$ cat src/uart_pkg.sv
/*
 * shared definitions for the framed string link:
 * line character type, frame delimiter, payload limit,
 * payload index width and the frame struct
 */
package uart_pkg;

	// one character on the serial line
	typedef logic [7:0] uart_byte_t;

	// framing character, ASCII '&'
	localparam uart_byte_t FRAME_DELIM = 8'h26;

	// largest payload in bytes
	localparam int MAX_LEN = 16;

	// width of an index into the payload bytes
	localparam int BYTE_IDX_W = $clog2(MAX_LEN);

	// one frame as it crosses the top-level ports
	// byte 0 sits in the low bits and goes out first
	typedef struct packed {
		logic [7:0]                  length;
		uart_byte_t [MAX_LEN-1:0]    data;
	} frame_t;

endpackage

$ cat src/frame_rx.sv
/*
 * frame decoder
 * finds the opening "&&", stores the payload and ends on
 * the closing "&&" with rx_done, or on a framing error
 */
`timescale 1ns/1ps

module frame_rx import uart_pkg::*; (
	input  logic        sys_clk,
	input  logic        sys_rst_n,
	input  uart_byte_t  rx_byte,
	input  logic        rx_valid,
	output frame_t      rx_frame,
	output logic        rx_done,
	output logic        rx_error,
	output logic        rx_busy
);

	localparam logic [3:0] R_IDLE    = 4'b0001,
	                       R_OPEN    = 4'b0010,
	                       R_PAYLOAD = 4'b0100,
	                       R_CLOSE   = 4'b1000;

	logic [3:0]                 state;
	logic [7:0]                 byte_cnt;
	uart_byte_t [MAX_LEN-1:0]   work_data;
	logic                       is_delim;
	logic                       buf_full;

	assign is_delim = (rx_byte == FRAME_DELIM);
	assign buf_full = (byte_cnt == 8'(MAX_LEN));
	assign rx_busy  = (state != R_IDLE);

	always_ff @(posedge sys_clk or negedge sys_rst_n) begin
		if (!sys_rst_n) begin
			state    <= R_IDLE;
			byte_cnt <= '0;
			rx_done  <= 1'b0;
			rx_error <= 1'b0;
			rx_frame <= '0;
		end else begin
			rx_done  <= 1'b0;
			rx_error <= 1'b0;
			if (rx_valid) begin
				case (state)
					R_IDLE: begin
						if (is_delim) state <= R_OPEN;
					end
					// a lone '&' outside a frame is just noise
					R_OPEN: begin
						byte_cnt <= '0;
						state    <= is_delim ? R_PAYLOAD : R_IDLE;
					end
					R_PAYLOAD: begin
						if (is_delim) begin
							state <= R_CLOSE;
						end else if (buf_full) begin
							rx_error <= 1'b1;
							byte_cnt <= '0;
							state    <= R_IDLE;
						end else begin
							byte_cnt <= byte_cnt + 8'd1;
						end
					end
					R_CLOSE: begin
						if (is_delim) begin
							rx_frame.length <= byte_cnt;
							rx_frame.data   <= work_data;
							rx_done         <= 1'b1;
						end else begin
							// '&' inside the payload
							rx_error <= 1'b1;
						end
						byte_cnt <= '0;
						state    <= R_IDLE;
					end
					default: state <= R_IDLE;
				endcase
			end
		end
	end

	// bytes past the length read as zero
	always_ff @(posedge sys_clk) begin
		if (rx_valid) begin
			if (state == R_OPEN && is_delim) begin
				work_data <= '0;
			end else if (state == R_PAYLOAD && !is_delim && !buf_full) begin
				work_data[byte_cnt[BYTE_IDX_W-1:0]] <= rx_byte;
			end
		end
	end

endmodule

$ cat src/frame_tx.sv
/*
 * frame sender
 * one-hot FSM sending "&&", the payload bytes, then "&&"
 * through the byte transmitter
 */
`timescale 1ns/1ps

module frame_tx import uart_pkg::*; (
	input  logic        sys_clk,
	input  logic        sys_rst_n,
	input  frame_t      tx_frame,
	input  logic        tx_req,
	input  logic        byte_busy,
	input  logic        byte_done,
	output logic        tx_busy,
	output logic        tx_done,
	output uart_byte_t  byte_data,
	output logic        byte_start
);

	localparam logic [6:0] ST_IDLE    = 7'b000_0001,
	                       ST_OPEN1   = 7'b000_0010,
	                       ST_OPEN2   = 7'b000_0100,
	                       ST_PAYLOAD = 7'b000_1000,
	                       ST_CLOSE1  = 7'b001_0000,
	                       ST_CLOSE2  = 7'b010_0000,
	                       ST_FINISH  = 7'b100_0000;

	logic [6:0]     state;
	frame_t         frame_q;
	logic [7:0]     byte_cnt;
	logic           send_pend;
	logic           accept;
	logic           last_byte;
	logic           more_bytes;

	assign tx_busy    = (state != ST_IDLE) && (state != ST_FINISH);
	assign tx_done    = (state == ST_FINISH);
	assign accept     = tx_req && !tx_busy;
	assign last_byte  = (byte_cnt + 8'd1 == frame_q.length);
	// another character follows the one just finished
	assign more_bytes = (state == ST_OPEN1) || (state == ST_OPEN2) ||
	                    (state == ST_PAYLOAD) || (state == ST_CLOSE1);

	assign byte_start = send_pend && !byte_busy;
	assign byte_data  = (state == ST_PAYLOAD) ? frame_q.data[byte_cnt[BYTE_IDX_W-1:0]]
	                                          : FRAME_DELIM;

	always_ff @(posedge sys_clk or negedge sys_rst_n) begin
		if (!sys_rst_n) begin
			state     <= ST_IDLE;
			byte_cnt  <= '0;
			send_pend <= 1'b0;
		end else begin
			if (accept || (byte_done && more_bytes)) begin
				send_pend <= 1'b1;
			end else if (byte_start) begin
				send_pend <= 1'b0;
			end
			case (state)
				// finish also takes a new request, tx_busy is already low
				ST_IDLE, ST_FINISH: state <= accept ? ST_OPEN1 : ST_IDLE;
				ST_OPEN1: begin
					if (byte_done) state <= ST_OPEN2;
				end
				ST_OPEN2: begin
					if (byte_done) begin
						byte_cnt <= '0;
						state    <= (frame_q.length == 8'd0) ? ST_CLOSE1 : ST_PAYLOAD;
					end
				end
				ST_PAYLOAD: begin
					if (byte_done) begin
						if (last_byte) begin
							state <= ST_CLOSE1;
						end else begin
							byte_cnt <= byte_cnt + 8'd1;
						end
					end
				end
				ST_CLOSE1: begin
					if (byte_done) state <= ST_CLOSE2;
				end
				ST_CLOSE2: begin
					if (byte_done) state <= ST_FINISH;
				end
				default: state <= ST_IDLE;
			endcase
		end
	end

	// frame held for the whole transfer, oversize lengths clipped
	always_ff @(posedge sys_clk) begin
		if (accept) begin
			frame_q.data   <= tx_frame.data;
			frame_q.length <= (tx_frame.length > 8'(MAX_LEN)) ? 8'(MAX_LEN) : tx_frame.length;
		end
	end

endmodule

$ cat src/uart_rx.sv
/*
 * UART receiver for one byte
 * two-flop input synchronizer, start edge detect,
 * mid-bit sampling and stop bit check
 */
`timescale 1ns/1ps

module uart_rx import uart_pkg::*; #(
	parameter int CLKS_PER_BIT = 434
) (
	input  logic        sys_clk,
	input  logic        sys_rst_n,
	input  logic        rxd,
	output uart_byte_t  rx_byte,
	output logic        rx_valid
);

	localparam int CNT_W = $clog2(CLKS_PER_BIT);
	localparam int HALF  = CLKS_PER_BIT / 2;

	localparam logic [3:0] S_IDLE  = 4'b0001,
	                       S_START = 4'b0010,
	                       S_DATA  = 4'b0100,
	                       S_STOP  = 4'b1000;

	logic [3:0]         state;
	logic               rxd_meta;
	logic               rxd_sync;
	logic               rxd_prev;
	logic [CNT_W-1:0]   clk_cnt;
	logic [2:0]         bit_idx;
	uart_byte_t         shift_q;
	logic               bit_end;
	logic               half_end;

	assign bit_end  = (clk_cnt == CNT_W'(CLKS_PER_BIT - 1));
	assign half_end = (clk_cnt == CNT_W'(HALF - 1));

	// line idles high
	always_ff @(posedge sys_clk or negedge sys_rst_n) begin
		if (!sys_rst_n) begin
			rxd_meta <= 1'b1;
			rxd_sync <= 1'b1;
			rxd_prev <= 1'b1;
		end else begin
			rxd_meta <= rxd;
			rxd_sync <= rxd_meta;
			rxd_prev <= rxd_sync;
		end
	end

	always_ff @(posedge sys_clk or negedge sys_rst_n) begin
		if (!sys_rst_n) begin
			state    <= S_IDLE;
			clk_cnt  <= '0;
			bit_idx  <= '0;
			rx_valid <= 1'b0;
		end else begin
			rx_valid <= 1'b0;
			clk_cnt  <= clk_cnt + 1'b1;
			case (state)
				S_IDLE: begin
					clk_cnt <= '0;
					if (rxd_prev && !rxd_sync) begin
						state <= S_START;
					end
				end
				S_START: begin
					// start bit must still be low at half a bit
					if (half_end) begin
						clk_cnt <= '0;
						bit_idx <= '0;
						state   <= rxd_sync ? S_IDLE : S_DATA;
					end
				end
				S_DATA: begin
					if (bit_end) begin
						clk_cnt <= '0;
						bit_idx <= bit_idx + 3'd1;
						if (bit_idx == 3'd7) begin
							state <= S_STOP;
						end
					end
				end
				S_STOP: begin
					if (bit_end) begin
						clk_cnt  <= '0;
						rx_valid <= rxd_sync;
						state    <= S_IDLE;
					end
				end
				default: state <= S_IDLE;
			endcase
		end
	end

	// data bits arrive lsb first
	always_ff @(posedge sys_clk) begin
		if (state == S_DATA && bit_end) begin
			shift_q <= {rxd_sync, shift_q[7:1]};
		end
		if (state == S_STOP && bit_end && rxd_sync) begin
			rx_byte <= shift_q;
		end
	end

endmodule

$ cat src/uart_string_link.sv
/*
 * top level of the framed string link
 * frame sender over the UART transmitter, UART receiver
 * under the frame decoder
 */
`timescale 1ns/1ps

module uart_string_link import uart_pkg::*; #(
	parameter int CLKS_PER_BIT = 434
) (
	input  logic    sys_clk,
	input  logic    sys_rst_n,
	input  frame_t  tx_frame,
	input  logic    tx_req,
	output logic    tx_busy,
	output logic    tx_done,
	output frame_t  rx_frame,
	output logic    rx_done,
	output logic    rx_error,
	output logic    rx_busy,
	input  logic    uart_rx_port,
	output logic    uart_tx_port
);

	uart_byte_t     tx_byte_data;
	logic           tx_byte_start;
	logic           tx_byte_busy;
	logic           tx_byte_done;
	uart_byte_t     rx_byte;
	logic           rx_valid;

	// transmit side
	frame_tx u_frame_tx (
		.sys_clk    (sys_clk),
		.sys_rst_n  (sys_rst_n),
		.tx_frame   (tx_frame),
		.tx_req     (tx_req),
		.byte_busy  (tx_byte_busy),
		.byte_done  (tx_byte_done),
		.tx_busy    (tx_busy),
		.tx_done    (tx_done),
		.byte_data  (tx_byte_data),
		.byte_start (tx_byte_start)
	);

	uart_tx #(
		.CLKS_PER_BIT (CLKS_PER_BIT)
	) u_uart_tx (
		.sys_clk    (sys_clk),
		.sys_rst_n  (sys_rst_n),
		.byte_data  (tx_byte_data),
		.byte_start (tx_byte_start),
		.txd        (uart_tx_port),
		.byte_busy  (tx_byte_busy),
		.byte_done  (tx_byte_done)
	);

	// receive side
	uart_rx #(
		.CLKS_PER_BIT (CLKS_PER_BIT)
	) u_uart_rx (
		.sys_clk    (sys_clk),
		.sys_rst_n  (sys_rst_n),
		.rxd        (uart_rx_port),
		.rx_byte    (rx_byte),
		.rx_valid   (rx_valid)
	);

	frame_rx u_frame_rx (
		.sys_clk    (sys_clk),
		.sys_rst_n  (sys_rst_n),
		.rx_byte    (rx_byte),
		.rx_valid   (rx_valid),
		.rx_frame   (rx_frame),
		.rx_done    (rx_done),
		.rx_error   (rx_error),
		.rx_busy    (rx_busy)
	);

endmodule

$ cat src/uart_tx.sv
/*
 * UART transmitter for one byte
 * start bit, eight data bits lsb first, one stop bit
 */
`timescale 1ns/1ps

module uart_tx import uart_pkg::*; #(
	parameter int CLKS_PER_BIT = 434
) (
	input  logic        sys_clk,
	input  logic        sys_rst_n,
	input  uart_byte_t  byte_data,
	input  logic        byte_start,
	output logic        txd,
	output logic        byte_busy,
	output logic        byte_done
);

	localparam int CNT_W = $clog2(CLKS_PER_BIT);

	logic [CNT_W-1:0]   clk_cnt;
	// 0 start, 1..8 data, 9 stop
	logic [3:0]         bit_idx;
	uart_byte_t         shift_q;
	logic               bit_end;

	assign bit_end = (clk_cnt == CNT_W'(CLKS_PER_BIT - 1));

	always_ff @(posedge sys_clk or negedge sys_rst_n) begin
		if (!sys_rst_n) begin
			txd       <= 1'b1;
			byte_busy <= 1'b0;
			byte_done <= 1'b0;
			clk_cnt   <= '0;
			bit_idx   <= '0;
		end else begin
			byte_done <= 1'b0;
			if (!byte_busy) begin
				if (byte_start) begin
					// start bit goes out on the next cycle
					byte_busy <= 1'b1;
					txd       <= 1'b0;
					clk_cnt   <= '0;
					bit_idx   <= '0;
				end
			end else if (bit_end) begin
				clk_cnt <= '0;
				if (bit_idx == 4'd9) begin
					byte_busy <= 1'b0;
					byte_done <= 1'b1;
				end else begin
					bit_idx <= bit_idx + 4'd1;
					txd     <= shift_q[0];
				end
			end else begin
				clk_cnt <= clk_cnt + 1'b1;
			end
		end
	end

	// ones shift in from the top, so the stop bit falls out after bit 7
	always_ff @(posedge sys_clk) begin
		if (byte_start && !byte_busy) begin
			shift_q <= byte_data;
		end else if (byte_busy && bit_end && bit_idx != 4'd9) begin
			shift_q <= {1'b1, shift_q[7:1]};
		end
	end

endmodule
$ cat config.mk
export PLATFORM = sky130hd
export DESIGN_NAME = uart_string_link
export DESIGN_NICKNAME = d
export VERILOG_FILES = /design/src/uart_pkg.sv /design/src/frame_rx.sv /design/src/frame_tx.sv /design/src/uart_rx.sv /design/src/uart_string_link.sv /design/src/uart_tx.sv
export SDC_FILE = /design/constraint.sdc
export NUM_CORES = 1
export LEC_CHECK = 0
export BUFFER_PORTS_ARGS = -buffer_cell sky130_fd_sc_hd__buf_2
export CAP_MARGIN = 25
export CELL_PAD_IN_SITES_DETAIL_PLACEMENT = 2
export CELL_PAD_IN_SITES_GLOBAL_PLACEMENT = 2
export CORE_MARGIN = 2
export CORE_UTILIZATION = 44
export CTS_CLUSTER_SIZE = 8
export DETAILED_ROUTE_END_ITERATION = 16
export GPL_TIMING_DRIVEN = 0
export PLACE_DENSITY = 0.94
export SYNTH_ARGS = -nofsm -noshare
export SYNTH_HDL_FRONTEND = slang
export SYNTH_HIERARCHICAL = 1
export SYNTH_SLANG_ARGS = --single-unit
$ cat constraint.sdc
create_clock -name sys_clk -period 9.7 [get_ports sys_clk]
set_input_delay 1.94 -clock sys_clk [delete_from_list [all_inputs] [get_ports sys_clk]]
set_output_delay 1.94 -clock sys_clk [all_outputs]
set_load 0.005 [all_outputs]
# Word-level counts from Yosys, hierarchy flattened
# Cells that the tools add are included.
[word_totals]
ff_bits = 490
input_bits = 140
elab_cells = 242
[op_classes]
addsub = 6
magnitude_cmp = 4
n_eq_ne = 44
mux = 72
reduce_logical = 44
[op_table]
columns = ["operator", "n"]
rows = [
  ["$bwmux 128", 1],
  ["$mux 128", 1],
  ["$mux 8", 10],
  ["$mux 4", 12],
  ["$mux 9", 5],
  ["$mux 7", 6],
  ["$pmux 7 s6", 1],
  ["$bmux 8 s4", 1],
  ["$demux 8 s4", 1],
  ["$pmux 8 s2", 2],
  ["$pmux 9 s3", 1],
  ["$ne 2x1->1 const B", 12],
  ["$mux 1", 21],
  ["$add 9x1->9 const B", 2],
  ["$eq 9x9->1 const B", 2],
  ["$add 8x1->8 const B", 2],
  ["$pmux 4 s4", 1],
  ["$logic_and 1x1->1", 15],
  ["$reduce_and 3->1", 5],
  ["$reduce_bool 2->1", 7],
  ["$eq 4x4->1 const B", 3],
  ["$mux 3", 4],
  ["$pmux 4 s3", 1],
  ["$lt 4x5->1 const B", 2],
  ["37 further kinds", 52],
]

# Depth between registers and ports, before layout
# Gate-level depths: netlist of run 1.
[logic_depth]
word_depth = 7
depth_mapped = 8

# Cells and area by module
# Netlist of run 1, hierarchy kept.
[modules_own_cells]
columns = ["mod", "n_inst", "cells_each", "area_each_um2"]
rows = [
  ["frame_rx", 1, 897, 11903.9],
  ["frame_tx", 1, 383, 6582.6],
  ["uart_rx", 1, 112, 1551.5],
  ["uart_tx", 1, 125, 1209.9],
]

# Worst setup path before layout of run 1
# No wires, ideal clock.
[synth_path]
path_type = "input to register"
from = "input port tx_req"
to = "register u_frame_tx/frame_q[0] (netlist bit), enable pin"
setup_ns = 0.489
arrival_time_ns = 4.653
t_required_ns = 9.211
slack_ns = 4.558
stages = 2
path_buffers = 0
path_cell_list = "nand2_1 > inv_1"
[synth_between]
elab_chain_cells = 1
[synth_rtl]
columns = ["element", "line_no", "rtl"]
rows = [
  ["start: declaration", "uart_string_link.sv:14", "input logic tx_req,"],
  ["$logic_and 1x1->1", "frame_tx.sv:39", "assign accept = tx_req && !tx_busy;"],
  ["net u_frame_tx.accept", "frame_tx.sv:33", "logic accept;"],
  ["end: declaration", "frame_tx.sv:30", "frame_t frame_q;"],
]
# The timed path passes the listed nets, and every way through them passes these cells.
# A chain may end at the register's enable or synchronous reset.

# Worst setup path in the final report of run 1
[layout_path]
from = "register u_frame_rx.byte_cnt[1]"
to = "register u_frame_rx/work_data[114] (netlist bit), enable pin"
[layout_between]
elab_chain_cells = 5
[layout_rtl]
columns = ["element", "line_no", "rtl"]
rows = [
  ["start: declaration", "frame_rx.sv:25", "logic [7:0] byte_cnt;"],
  ["start signal: assignment", "frame_rx.sv:62", "byte_cnt <= byte_cnt + 8'd1;"],
  ["$eq 8x5->1", "frame_rx.sv:31", "assign buf_full = (byte_cnt == 8'(MAX_LEN));"],
  ["$logic_not 1->1", "frame_rx.sv:88", "end else if (state == R_PAYLOAD && !is_delim && !buf_full) begin"],
  ["$logic_and 1x1->1", "frame_rx.sv:88", ""],
  ["$reduce_bool 2->1 (no line)", "n/a", ""],
  ["$reduce_and 2->1 (no line)", "n/a", ""],
  ["end signal: indexed assignment", "frame_rx.sv:89", "work_data[byte_cnt[BYTE_IDX_W-1:0]] <= rx_byte;"],
  ["end: declaration", "frame_rx.sv:26", "uart_byte_t [MAX_LEN-1:0] work_data;"],
]
# Every way passes these cells.

==> results of run 1 <==
==> final timing paths <==
| check | startpoint | endpoint | slack (ps) | cells after the start |
|---|---|---|---|---|
| setup / recovery | u_frame_rx/byte_cnt[1] | u_frame_rx/work_data[114] | 5490 | 8 |
| hold / removal | u_uart_rx/rxd_meta | u_uart_rx/rxd_sync | 380 | 0 |
| setup reg to reg | u_frame_rx/byte_cnt[1] | u_frame_rx/work_data[114] | 5490 | 8 |
| hold reg to reg | u_uart_rx/rxd_meta | u_uart_rx/rxd_sync | 380 | 0 |
| max in group asynchronous | sys_rst_n | u_uart_rx/clk_cnt[4] | 7200 | 2 |
| min in group asynchronous | sys_rst_n | u_frame_rx/rx_frame[11] | 1390 | 1 |
==> cell usage after synthesis, types with 4 or more instances <==
cell type    n
a21oi_1     83
mux4_2      26
nor2_1      92
and2_1      17
dfrtp_1    195
and3_1       8
o31ai_1      4
buf_2       34
buf_6       11
o21ai_1      6
nand2_1    186
buf_1        4
nand3_1     64
xor2_1      14
xnor2_1      5
mux2i_1     60
nor2b_1      9
inv_1       21
a211oi_1     5
mux2_2     100
nand4_1      9
a22o_1       8
nand2b_1    11
nor4_1       7
mux4_1      14
o21ai_0     31
nor3_1      16
o22a_1       7
ha_1        14
dfstp_2      7
clkbuf_1    41
mux2_4      41
edfxtp_1   288
==> cell type report <==
class                   count  area (um2)  area share
multi-input cells         915        6980       0.273
plain buffers              93         490      0.0191
clock inverters             4        45.0     0.00176
clock buffers             120        2020      0.0790
inverters                  21        83.8     0.00327
well taps                 615         769      0.0300
flip-flops and latches    490       13700       0.535
repair buffers            285        1510      0.0588
==> stage by stage <==
| stage | hold slack (ps) | setup WS, ps |
|---|---|---|
| 5_1_grt | 383 | 5340 |
| 6_report | 379 | 5490 |
| 3_3_place_gp | 367 | 3040 |
| 2_1_floorplan | 345 | 4560 |
| 4_1_cts | 385 | 5500 |
| 3_5_place_dp | 367 | 5800 |
==> worst register-to-register path, stage by stage (launching register included) <==
cell and delay, ps:
dfrtp_1 500, inv_1 120, ha_1 290, or3b_2 240
clkbuf_1 500, o21ai_1 410, nor2_1 590, a21o_4 730
buf_16 400
==> placed cells by master (no fill, tap or decap), types with 16 or more instances in the layout <==
master and count:
inv_1 20, mux4_2 26, mux2_2 100, nor3_1 16, a21oi_1 83, nor2_1 92
nand3_1 64, mux2i_1 60, buf_2 314, o21ai_0 31, mux2_4 41, and2_1 17
nand2_1 186, edfxtp_1 288, clkbuf_16 74, clkbuf_1 87, dfrtp_1 195
==> power by group <==
group | internal, uW | switching (uW) | total [uW]
combinational | 64.3 | 99.8 | 164
clock | 1410 | 976 | 2390
sequential | 2220 | 17.9 | 2240
total | 3690 | 1090 | 4790
==> flip-flops by register name, indices dropped and copies added (netlist names), 3 cells and up <==
signal	count
u_uart_rx/shift_q	8
u_frame_rx/work_data	128
u_frame_rx/rx_frame	136
u_uart_rx/clk_cnt	9
u_uart_rx/rx_byte	8
u_uart_rx/state	4
u_frame_rx/byte_cnt	8
u_frame_rx/state	4
u_uart_tx/clk_cnt	9
u_uart_tx/bit_idx	4
u_frame_tx/state	7
u_uart_tx/shift_q	8
u_uart_rx/bit_idx	3
u_frame_tx/frame_q	136
u_frame_tx/byte_cnt	8
==> cell families after synthesis <==
family	count (synthesis)
adders and majority gates	14
and+or+nand+nor	461
AOI/OAI and AO/OA	177
buffers and inverters	114
muxes	241
other	1
DFF	490
xor gates and xnor gates	19
==> per-layer routing <==
layer / wire, um / track usage / part of all wire
met1: 29600 / 0.368 / 0.36
met2: 44100 / 0.621 / 0.53
met3: 5080 / 0.0628 / 0.062
met4: 3810 / 0.157 / 0.046
met5: 24 / 0 / 0.00029
==> results by group, run 1 <==
STA
  – Min Clock Period, post-route: between 4000 and 5000 ps
  – RSZ-0062 raised after global routing: no
  – Worst rel slew slack: 0.311
  – # setup viols final: 0
  – Post-Route Skew: 38.9 ps
  – Pins Over Slew Limit: 0
  – Slew @ Worst Pin: slightly above 1000 ps
  – Count of final hold-check violations: 0
  – Fmax: ~240 MHz
  – Crit share post-route: 0.434
  – TNS Setup: 0 ps

Placed design
  – Cell total after placement: 2418
  – Final HPWL DP: around 51000 um
  – DP Area: between 20000 and 25000 um2
  – Final Wtd Congestion: between 0.8 and 0.9
  – IO buf count: approximately 280

Outcome
  – Status: complete, no violations

Critical path
  – Cell family with most CP delay: compound AO/OA/AOI/OAI gates
  – Critical Path Max Stage Delay: ~730 ps
  – CP Launch Type: flop
  – Slowest cell on the critical path: a21o_4
  – Worst setup EP type: flop
  – Crit Path Category: reg -> reg
  – Highest fanout seen on the critical path: 67
  – Worst EP required: approximately 9900 ps
  – CP Cell Sequence: inv_1 > ha_1 > or3b_2 > clkbuf_1 > o21ai_1 > nor2_1 > a21o_4 > buf_16
  – WP data arrival: approximately 4400 ps
  – Buf+Inv Stages, Crit Path: 3

Detailed routing
  – Post-route ant nets: 0
  – Drt pass-1 iters: 5
  – Drt via density: just over 6
  – WL final: 82600 um
  – Initial DRC Count: between 1000 and 1500
  – DR WL/cell: ~32 um
  – DR vias: around 15000
  – Drt drc: 0

Yosys
  – Cell Area, Synth: around 21000 um2
  – Area fraction of the dominant cell type after synthesis: 0.407
  – Mux contribution to synthesized area: 0.155
  – EDFF count, synth: 288
  – Post-Synth Adder-Cell Area: 0.00824
  – Post-Synth Simple-Gate Area: 0.105
  – Synth top area cells: edfxtp_1 41%, dfrtp_1 23%, mux2_2 5.3%
  – Post-synth top area cell: edfxtp_1
  – Largest family of logic cells by synthesized area: multiplexers
  – Compound-cell area share of the yosys netlist: 0.0517
  – Synth Area in XOR/XNOR: 0.00783
  – Main synth FF type: edfxtp_1
  – Syn_area_per_cell: 14.0 um2
  – Post-synth cell types: 83
  – Sequential fraction of the synthesis area: 0.645
  – Seq cells post-synth: around 500
  – Ys Warns: 6
  – Syn Inst Count: approximately 1500
  – Asr flop ratio synth: 0.412

Finish
  – Layout cell share with drive strength beyond 1: 0.315
  – Fillers: about 4300
  – Post-route cell area: about 26000 um2
  – Non-Filler Instances: between 2000 and 3000
  – Area delta synth->final: 20.5%
  – Layout net count: between 2000 and 2500
  – Final Util: 0.536
  – Antenna Cells: 0

GRT
  – Vias in the first global route: around 18000
  – Largest net degree at the start of global routing: roughly 110
  – Total GRT Usage: 0.334
  – Congestion Overflow GR: 0
  – First-pass GRT wire length: 123000 um
  – Antenna violations before repair: 2

Floorplan
  – Die W: around 220 um
  – Chip height: 224 um
  – Full die area: roughly 50000 um2
  – I/O Pins: roughly 280
  – Site Rows: 80
  – Initial core utilization: 0.445
  – Core box area: around 48000 um2

Clocking
  – Clock tree buffer depth: 3
  – Hold buffer count at CTS: 0
  – Post-CTS Resized: 0
  – CTS buffer count: 71
  – Clk sink count: 490
  – H-tree depth: 3
  – CTS tree: done
  – Worst-path clk slew: ~60 ps
  – Post-CTS Setup Bufs: 0
  – Insertion delay to the later sink of the worst-skew pair: slightly above 600 ps
  – Root Driver: clkbuf_16

Run
  – Max cap viols: 0

Pwr
  – Leakage power: ~0.011 uW
  – Total Power: 4790 uW
  – Power per cell area: approximately 190 nW/um2
  – Worst ir drop on vdd: 0.143 mV

Worst hold path
  – Worst Hold Class: reg -> reg
Note: power is estimated with default switching activity, not from simulation.
==> inputs of run 2 (changes only) <==
--- a/config.mk
+++ b/config.mk
@@ -10,11 +10,11 @@
 export CELL_PAD_IN_SITES_DETAIL_PLACEMENT = 2
 export CELL_PAD_IN_SITES_GLOBAL_PLACEMENT = 2
 export CORE_MARGIN = 2
-export CORE_UTILIZATION = 44
+export CORE_UTILIZATION = 40
 export CTS_CLUSTER_SIZE = 8
 export DETAILED_ROUTE_END_ITERATION = 16
 export GPL_TIMING_DRIVEN = 0
-export PLACE_DENSITY = 0.94
+export PLACE_DENSITY = 0.87
 export SYNTH_ARGS = -nofsm -noshare
 export SYNTH_HDL_FRONTEND = slang
 export SYNTH_HIERARCHICAL = 1
==> constraint.sdc (replaced) <==
create_clock -name sys_clk -period 4.2 [get_ports sys_clk]
set_input_delay 0.84 -clock sys_clk [delete_from_list [all_inputs] [get_ports sys_clk]]
set_output_delay 0.84 -clock sys_clk [all_outputs]
set_load 0.005 [all_outputs]
==> run 2 against run 1 <==
Die area up 9.8%. Wire length is 8.6% lower. Sequential cell count is the same. Highest routed layer is now met4. Count of clock-buffer cells in the layout fell by 1. Sequential share of layout area fell by 0.35 points. Via count decreased by 2.9%. Combinational power is 120% higher. Clock power up 130%. Design area rose by 0.66%. Global-route usage fell by 5.8 points.
==> results by group, run 2 (synthesis results as in run 1) <==
Critical path
  – Worst EP required: 4470 ps (was 9920 ps)
  – Worst setup EP type: flop (unchanged)
  – R2r worst-path depth: 8 (unchanged)
  – Crit path launch: u_frame_rx/byte_cnt[0] (was u_frame_rx/byte_cnt[1])
  – Highest fanout seen on the critical path: 45 (was 67)
  – CP endpoint: u_frame_rx/work_data[115] (was u_frame_rx/work_data[114])
  – WP data arrival: 4020 ps (was 4430 ps)
  – RR Endpoint: u_frame_rx/work_data[115] (was u_frame_rx/work_data[114])
  – CP Launch Type: flop (unchanged)
  – Worst r2r src: u_frame_rx/byte_cnt[0] (was u_frame_rx/byte_cnt[1])
  – FF-to-FF setup slack: 450 ps (was 5490 ps)
  – Crit Path Category: reg -> reg (unchanged)

Clocking
  – CTS buffer count: 71 (unchanged)
  – Insertion delay to the later sink of the worst-skew pair: 610 ps (about the same)
  – Root Driver: clkbuf_16 (unchanged)
  – Clock tree buffer depth: 3 (unchanged)
  – H-tree depth: 3 (unchanged)
  – CTS tree: done (unchanged)
  – Clk sink count: 490 (unchanged)
  – Post-CTS Resized: 0 (unchanged)
  – Post-CTS Setup Bufs: 0 (unchanged)
  – Hold buffer count at CTS: 0 (unchanged)
  – Worst-path clk slew: 50 ps (was 60 ps)

Pwr
  – Gate power share: 0.032 (was 0.034)
  – Leakage power: 0.0111 uW (about the same)
  – Switching Share: 0.226 (was 0.228)
  – Clock share of power: 0.496 (was 0.499)
  – Power per cell area: 425 nW/um2 (was 187 nW/um2)
  – Power Internal: 8480 uW (was 3690 uW)
  – Sequential power share: 0.471 (was 0.467)
  – Psw: 2470 uW (was 1090 uW)
  – Worst ir drop on vdd: 0.384 mV (was 0.143 mV)

Finish
  – Area delta synth->final: 21.3% (was 20.5%)
  – Layout net count: 2035 (was 2031)
  – Post-route cell area: 25800 um2 (was 25600 um2)
  – Non-Filler Instances: 2623 (was 2543)
  – Final Util: 0.491 (was 0.536)
  – Biggest regs: u_frame_rx/rx_frame x136, u_frame_tx/frame_q x136, u_frame_rx/work_data x128 (unchanged)
  – Commonest cells after routing, fill and taps aside: 314 x buf_2, 288 x edfxtp_1, 195 x dfrtp_1 (unchanged)
  – Most common cell after layout, fill and taps aside: buf_2 (unchanged)
  – Layout cell share with drive strength beyond 1: 0.317 (was 0.315)

STA
  – Post-Route Skew: 28.1 ps (was 38.9 ps)
  – Fmax: 267 MHz (was 238 MHz)
  – Crit share post-route: 0.893 (was 0.434)
  – Count of final hold-check violations: 0 (unchanged)
  – TNS Setup: 0 ps (unchanged)
  – Worst rel slew slack: 0.344 (was 0.311)
  – # setup viols final: 0 (unchanged)
  – Slew @ Worst Pin: 974 ps (was 1020 ps)
  – RSZ-0062 raised after global routing: no (unchanged)
  – Pins Over Slew Limit: 0 (unchanged)
  – Min Clock Period, post-route: 3750 ps (was 4210 ps)

Detailed routing
  – WL final: 75500 um (was 82600 um)
  – Drt drc: 0 (unchanged)
  – Initial DRC Count: 1031 (was 1040)
  – DR vias: 14900 (was 15400)
  – Drt pass-1 iters: 5 (unchanged)
  – Drt via density: 5.69 (was 6.05)
  – Post-route ant nets: 0 (unchanged)
  – DR WL/cell: 28.8 um (was 32.5 um)

Floorplan
  – Initial core utilization: 0.404 (was 0.445)
  – Site Rows: 84 (was 80)
  – I/O Pins: 282 (unchanged)
  – Core box area: 52600 um2 (was 47700 um2)
  – Die W: 234 um (was 224 um)
  – Full die area: 55000 um2 (was 50100 um2)
  – Chip height: 234 um (was 224 um)

GRT
  – First-pass GRT wire length: 112000 um (was 123000 um)
  – Largest net degree at the start of global routing: 93 (was 106)
  – Vias in the first global route: 17000 (was 17500)
  – Antenna violations before repair: 1 (was 2)
  – Congestion Overflow GR: 0 (unchanged)
  – Total GRT Usage: 0.276 (was 0.334)

Outcome
  – Status: complete, no violations (unchanged)

Placed design
  – IO buf count: 281 (unchanged)
  – Final HPWL DP: 48000 um (was 50700 um)
  – Cell total after placement: 2495 (was 2418)
  – DP Area: 23700 um2 (was 23500 um2)
  – Final Wtd Congestion: 0.764 (was 0.818)

Worst hold path
  – Worst Hold Class: in -> async (was reg -> reg)

Run
  – Max cap viols: 0 (unchanged)
[run 2: cell types whose count changed in the layout (fill, tap and decap cells not counted), sizes merged]
| cell | change |
|---|---|
| buf | +4 |
| clkbuf | -1 |
| clkinv | -1 |
| clkinvlp | +1 |
| diode | +1 |
| inv | +3 |
[run 2: layer usage]
| layer | wire [um] | track usage | vias up |
|---|---|---|---|
| li1 | - | - | 6341 |
| met1 | 28400 | 0.315 | 7769 |
| met2 | 39700 | 0.501 | 653 |
| met3 | 4500 | 0.0579 | 174 |
| met4 | 2850 | 0.116 | 0 |
| met5 | 0 | 0 | - |
[run 2: how the worst min path moves through the flow]
stage	from	end	cells after the start
after floorplan	u_uart_rx/rxd_meta	u_uart_rx/rxd_sync	0
after global placement	u_uart_rx/rxd_meta	u_uart_rx/rxd_sync	0
after detailed placement	u_uart_rx/rxd_meta	u_uart_rx/rxd_sync	0
after CTS	sys_rst_n	u_frame_rx/rx_frame[17]	1
after global routing	sys_rst_n	u_frame_rx/rx_frame[2]	1
final	sys_rst_n	u_frame_tx/byte_cnt[7]	1
[run 2: stage by stage]
stage	total power, uW	setup WS (ps)	hold slack (ps)
floorplan	5410	441	345
finish	11000	451	140
global placement	5560	-1390	367
global route	11300	197	148
detailed placement	5600	497	367
CTS	11100	453	131
[run 2: final cells by class]
cell class,count,area (um2)
clock buffers,119,1980
well taps,688,861
multi-input cells,915,6980
repair buffers,289,1590
flip-flops and latches,490,13700
diodes,1,2.50
inverters,21,82.6
fillers,5021,26800
plain buffers,93,490
clock inverters,7,90.1
[run 2: critical path, cell delays in order, from the launching register on]
cell,delay [ps]
dfrtp_1,470
inv_1,110
ha_1,300
or3b_2,240
clkbuf_1,490
o21ai_1,360
nor2_1,520
a21o_4,520
buf_12,340
[run 2: power by group through the flow]
| stage | logic (uW) | clock network [uW] | registers, uW |
|---|---|---|---|
| CTS | 365 | 5550 | 5160 |
| global placement | 314 | 0 | 5240 |
| global route | 391 | 5730 | 5160 |
| detailed placement | 354 | 0 | 5250 |
| floorplan | 176 | 0 | 5240 |
| finish | 355 | 5440 | 5160 |
==> inputs of run 3 (changes only) <==
--- a/config.mk
+++ b/config.mk
@@ -5,7 +5,7 @@
 export SDC_FILE = /design/constraint.sdc
 export NUM_CORES = 1
 export LEC_CHECK = 0
-export BUFFER_PORTS_ARGS = -buffer_cell sky130_fd_sc_hd__buf_2
+export BUFFER_PORTS_ARGS = -buffer_cell sky130_fd_sc_hd__buf_4
 export CAP_MARGIN = 25
 export CELL_PAD_IN_SITES_DETAIL_PLACEMENT = 2
 export CELL_PAD_IN_SITES_GLOBAL_PLACEMENT = 2
==> run 3 against run 2 <==
Combinational power up 9.0%. Total power up 0.96%. Maximum frequency down 3.5%. Critical path type unchanged. Largest cell class unchanged. Highest routed layer unchanged.
==> results by group, run 3 (synthesis results as in run 1) <==
Outcome
  – Status: complete, no violations (unchanged)

Pwr
  – Leakage power: 0.0112 uW (was 0.0111 uW)
  – Power Internal: 8550 uW (was 8480 uW)
  – Power per cell area: 418 nW/um2 (was 425 nW/um2)
  – Clock share of power: 0.498 (was 0.496)
  – Sequential power share: 0.467 (was 0.471)
  – Worst ir drop on vdd: 0.419 mV (was 0.384 mV)
  – Psw: 2500 uW (was 2470 uW)
  – Switching Share: 0.226 (about the same)
  – Gate power share: 0.035 (was 0.032)

Floorplan
  – Full die area: 55000 um2 (unchanged)
  – Die W: 234 um (unchanged)
  – Chip height: 234 um (unchanged)
  – Initial core utilization: 0.404 (unchanged)
  – Core box area: 52600 um2 (unchanged)
  – I/O Pins: 282 (unchanged)
  – Site Rows: 84 (unchanged)

Placed design
  – Final HPWL DP: 47700 um (was 48000 um)
  – IO buf count: 281 (unchanged)
  – DP Area: 24400 um2 (was 23700 um2)
  – Final Wtd Congestion: 0.789 (was 0.764)
  – Pre-CTS setup slack: 245 ps (was 497 ps)

STA
  – RSZ-0062 raised after global routing: no (unchanged)
  – Final hold slack: 292 ps (was 140 ps)
  – Crit share post-route: 0.925 (was 0.893)
  – Pins Over Slew Limit: 0 (unchanged)
  – Fmax: 257 MHz (was 267 MHz)
  – # setup viols final: 0 (unchanged)
  – Slew @ Worst Pin: 1050 ps (was 974 ps)
  – Post-Route Skew: 36.6 ps (was 28.1 ps)
  – Fin worst setup slack: 314 ps (was 451 ps)
  – Min Clock Period, post-route: 3890 ps (was 3750 ps)
  – Count of final hold-check violations: 0 (unchanged)
  – Worst rel slew slack: 0.300 (was 0.344)

Clocking
  – CTS tree: done (unchanged)
  – Post-CTS Resized: 0 (unchanged)
  – H-tree depth: 3 (unchanged)
  – CTS buffer count: 71 (unchanged)
  – Post-CTS Setup Bufs: 0 (unchanged)
  – Hold buffer count at CTS: 0 (unchanged)
  – Root Driver: clkbuf_16 (unchanged)
  – Insertion delay to the later sink of the worst-skew pair: 620 ps (was 610 ps)
  – Worst-path clk slew: 50 ps (about the same)
  – Clock tree buffer depth: 3 (unchanged)
  – Clk sink count: 490 (unchanged)

GRT
  – Congestion Overflow GR: 0 (unchanged)
  – Largest net degree at the start of global routing: 107 (was 93)
  – First-pass GRT wire length: 115000 um (was 112000 um)
  – Vias in the first global route: 17100 (was 17000)
  – Total GRT Usage: 0.285 (was 0.276)
  – Antenna violations before repair: 0 (was 1)

Critical path
  – Slowest cell on the critical path: a21o_4 (was nor2_1)
  – Highest fanout seen on the critical path: 63 (was 45)
  – WP data arrival: 4130 ps (was 4020 ps)
  – Crit Path Category: reg -> reg (unchanged)
  – Cell family with most CP delay: buffers and inverters (unchanged)
  – RR Endpoint: u_frame_rx/work_data[28] (was u_frame_rx/work_data[115])
  – FF-to-FF setup slack: 310 ps (was 450 ps)
  – Worst r2r src: u_uart_rx/rx_byte[2] (was u_frame_rx/byte_cnt[0])
  – CP Launch Type: flop (unchanged)
  – Worst EP required: 4450 ps (was 4470 ps)
  – Worst setup EP type: flop (unchanged)
  – R2r worst-path depth: 8 (unchanged)
  – Buf+Inv Stages, Crit Path: 4 (was 3)
  – Critical Path Max Stage Delay: 550 ps (was 520 ps)
  – CP Depth: 8 (unchanged)
  – CP Cell Sequence: buf_1 > nand4bb_1 > nor2_1 > and4b_1 > clkbuf_1 > buf_2 > a21o_4 > buf_16 (was inv_1 > ha_1 > or3b_2 > clkbuf_1 > o21ai_1 > nor2_1 > a21o_4 > buf_12)

Detailed routing
  – WL final: 77200 um (was 75500 um)
  – Post-route ant nets: 0 (unchanged)
  – Initial DRC Count: 1095 (was 1031)
  – Drt via density: 5.68 (was 5.69)
  – Drt pass-1 iters: 7 (was 5)
  – Drt drc: 0 (unchanged)
  – DR vias: 14900 (about the same)
  – DR WL/cell: 29.4 um (was 28.8 um)

Finish
  – Layout cell share with drive strength beyond 1: 0.315 (was 0.317)
  – Final Util: 0.503 (was 0.491)
  – Multi-input logic area: 6990 um2 (was 6980 um2)
  – Fillers: 4904 (was 5021)
  – Commonest cells after routing, fill and taps aside: 288 x edfxtp_1, 280 x buf_4, 195 x dfrtp_1 (was 314 x buf_2, 288 x edfxtp_1, 195 x dfrtp_1)
  – Area delta synth->final: 24.4% (was 21.3%)
  – Biggest regs: u_frame_rx/rx_frame x136, u_frame_tx/frame_q x136, u_frame_rx/work_data x128 (unchanged)
  – Post-route cell area: 26400 um2 (was 25800 um2)
  – Most common cell after layout, fill and taps aside: edfxtp_1 (was buf_2)
  – Reg area: 13700 um2 (unchanged)
  – Antenna Cells: 0 (was 1)
  – Layout net count: 2034 (was 2035)

Run
  – Max cap viols: 0 (unchanged)

Worst hold path
  – Worst Hold Class: in -> async (unchanged)
-- run 3: changes by cell type in the layout (fill, tap and decap cells not counted), moves of 4 or more --
cell      previous run  this run
buf_2              314        35
buf_4                0       280
clkbuf_1            87        93
inv_6                5         1
-- run 3: worst max path at each step --
| stage | slack, ps | start | to |
|---|---|---|---|
| after global placement | -850 | u_frame_rx/byte_cnt[0] | u_frame_rx/work_data[57] |
| final | 310 | u_uart_rx/rx_byte[2] | u_frame_rx/work_data[28] |
| after global routing | 120 | u_frame_rx/byte_cnt[0] | u_frame_rx/work_data[28] |
| after detailed placement | 240 | u_frame_rx/byte_cnt[0] | u_frame_rx/work_data[58] |
| after floorplan | 440 | u_uart_rx/rx_byte[0] | u_frame_rx/work_data[0] |
| after CTS | 110 | u_frame_rx/byte_cnt[0] | u_frame_rx/work_data[29] |
-- run 3: cell type report --
| class | count | share of cell area |
|---|---|---|
| buffer | 93 | 0.0185 |
| clock buffer | 126 | 0.0766 |
| clock inverter | 3 | 0.00170 |
| inverter | 21 | 0.00312 |
| multi-input combinational | 916 | 0.264 |
| sequential | 490 | 0.519 |
| tap | 688 | 0.0326 |
| timing repair buffer | 287 | 0.0846 |
-- run 3: metrics by stage --
| stage | setup TNS (ps) | power (uW) | instances |
|---|---|---|---|
| 5_1_grt | 0 | 11400 | 2624 |
| 4_1_cts | 0 | 11200 | 2622 |
| 2_1_floorplan | 0 | 5410 | 1519 |
| 3_3_place_gp | -120160 | 5590 | 2488 |
| 6_report | 0 | 11100 | 2624 |
| 3_5_place_dp | 0 | 5630 | 2493 |
-- run 3: metal layers --
layer	global-route usage	routed length (um)	share of wire	vias up
met4	0.117	3070	0.040	0
met5	0	0	0	-
met2	0.509	40200	0.52	595
met3	0.0572	4250	0.055	170
met1	0.336	29700	0.38	7810
li1	-	-	-	6330
-- run 3: power by group through the flow --
stage                     Sequential [uW]  Clock (uW)  Combinational, uW
after floorplan                      5240           0                176
after global placement               5240           0                350
after detailed placement             5250           0                381
after CTS                            5160        5630                396
after global routing                 5160        5790                429
final                                5160        5510                387
-- run 3: worst register-to-register path, cell delays in order, from the launching register on --
cell and delay (ps):
edfxtp_1 360, buf_1 540, nand4bb_1 480, nor2_1 390, and4b_1 260, clkbuf_1 170, buf_2 330, a21o_4 550
buf_16 390
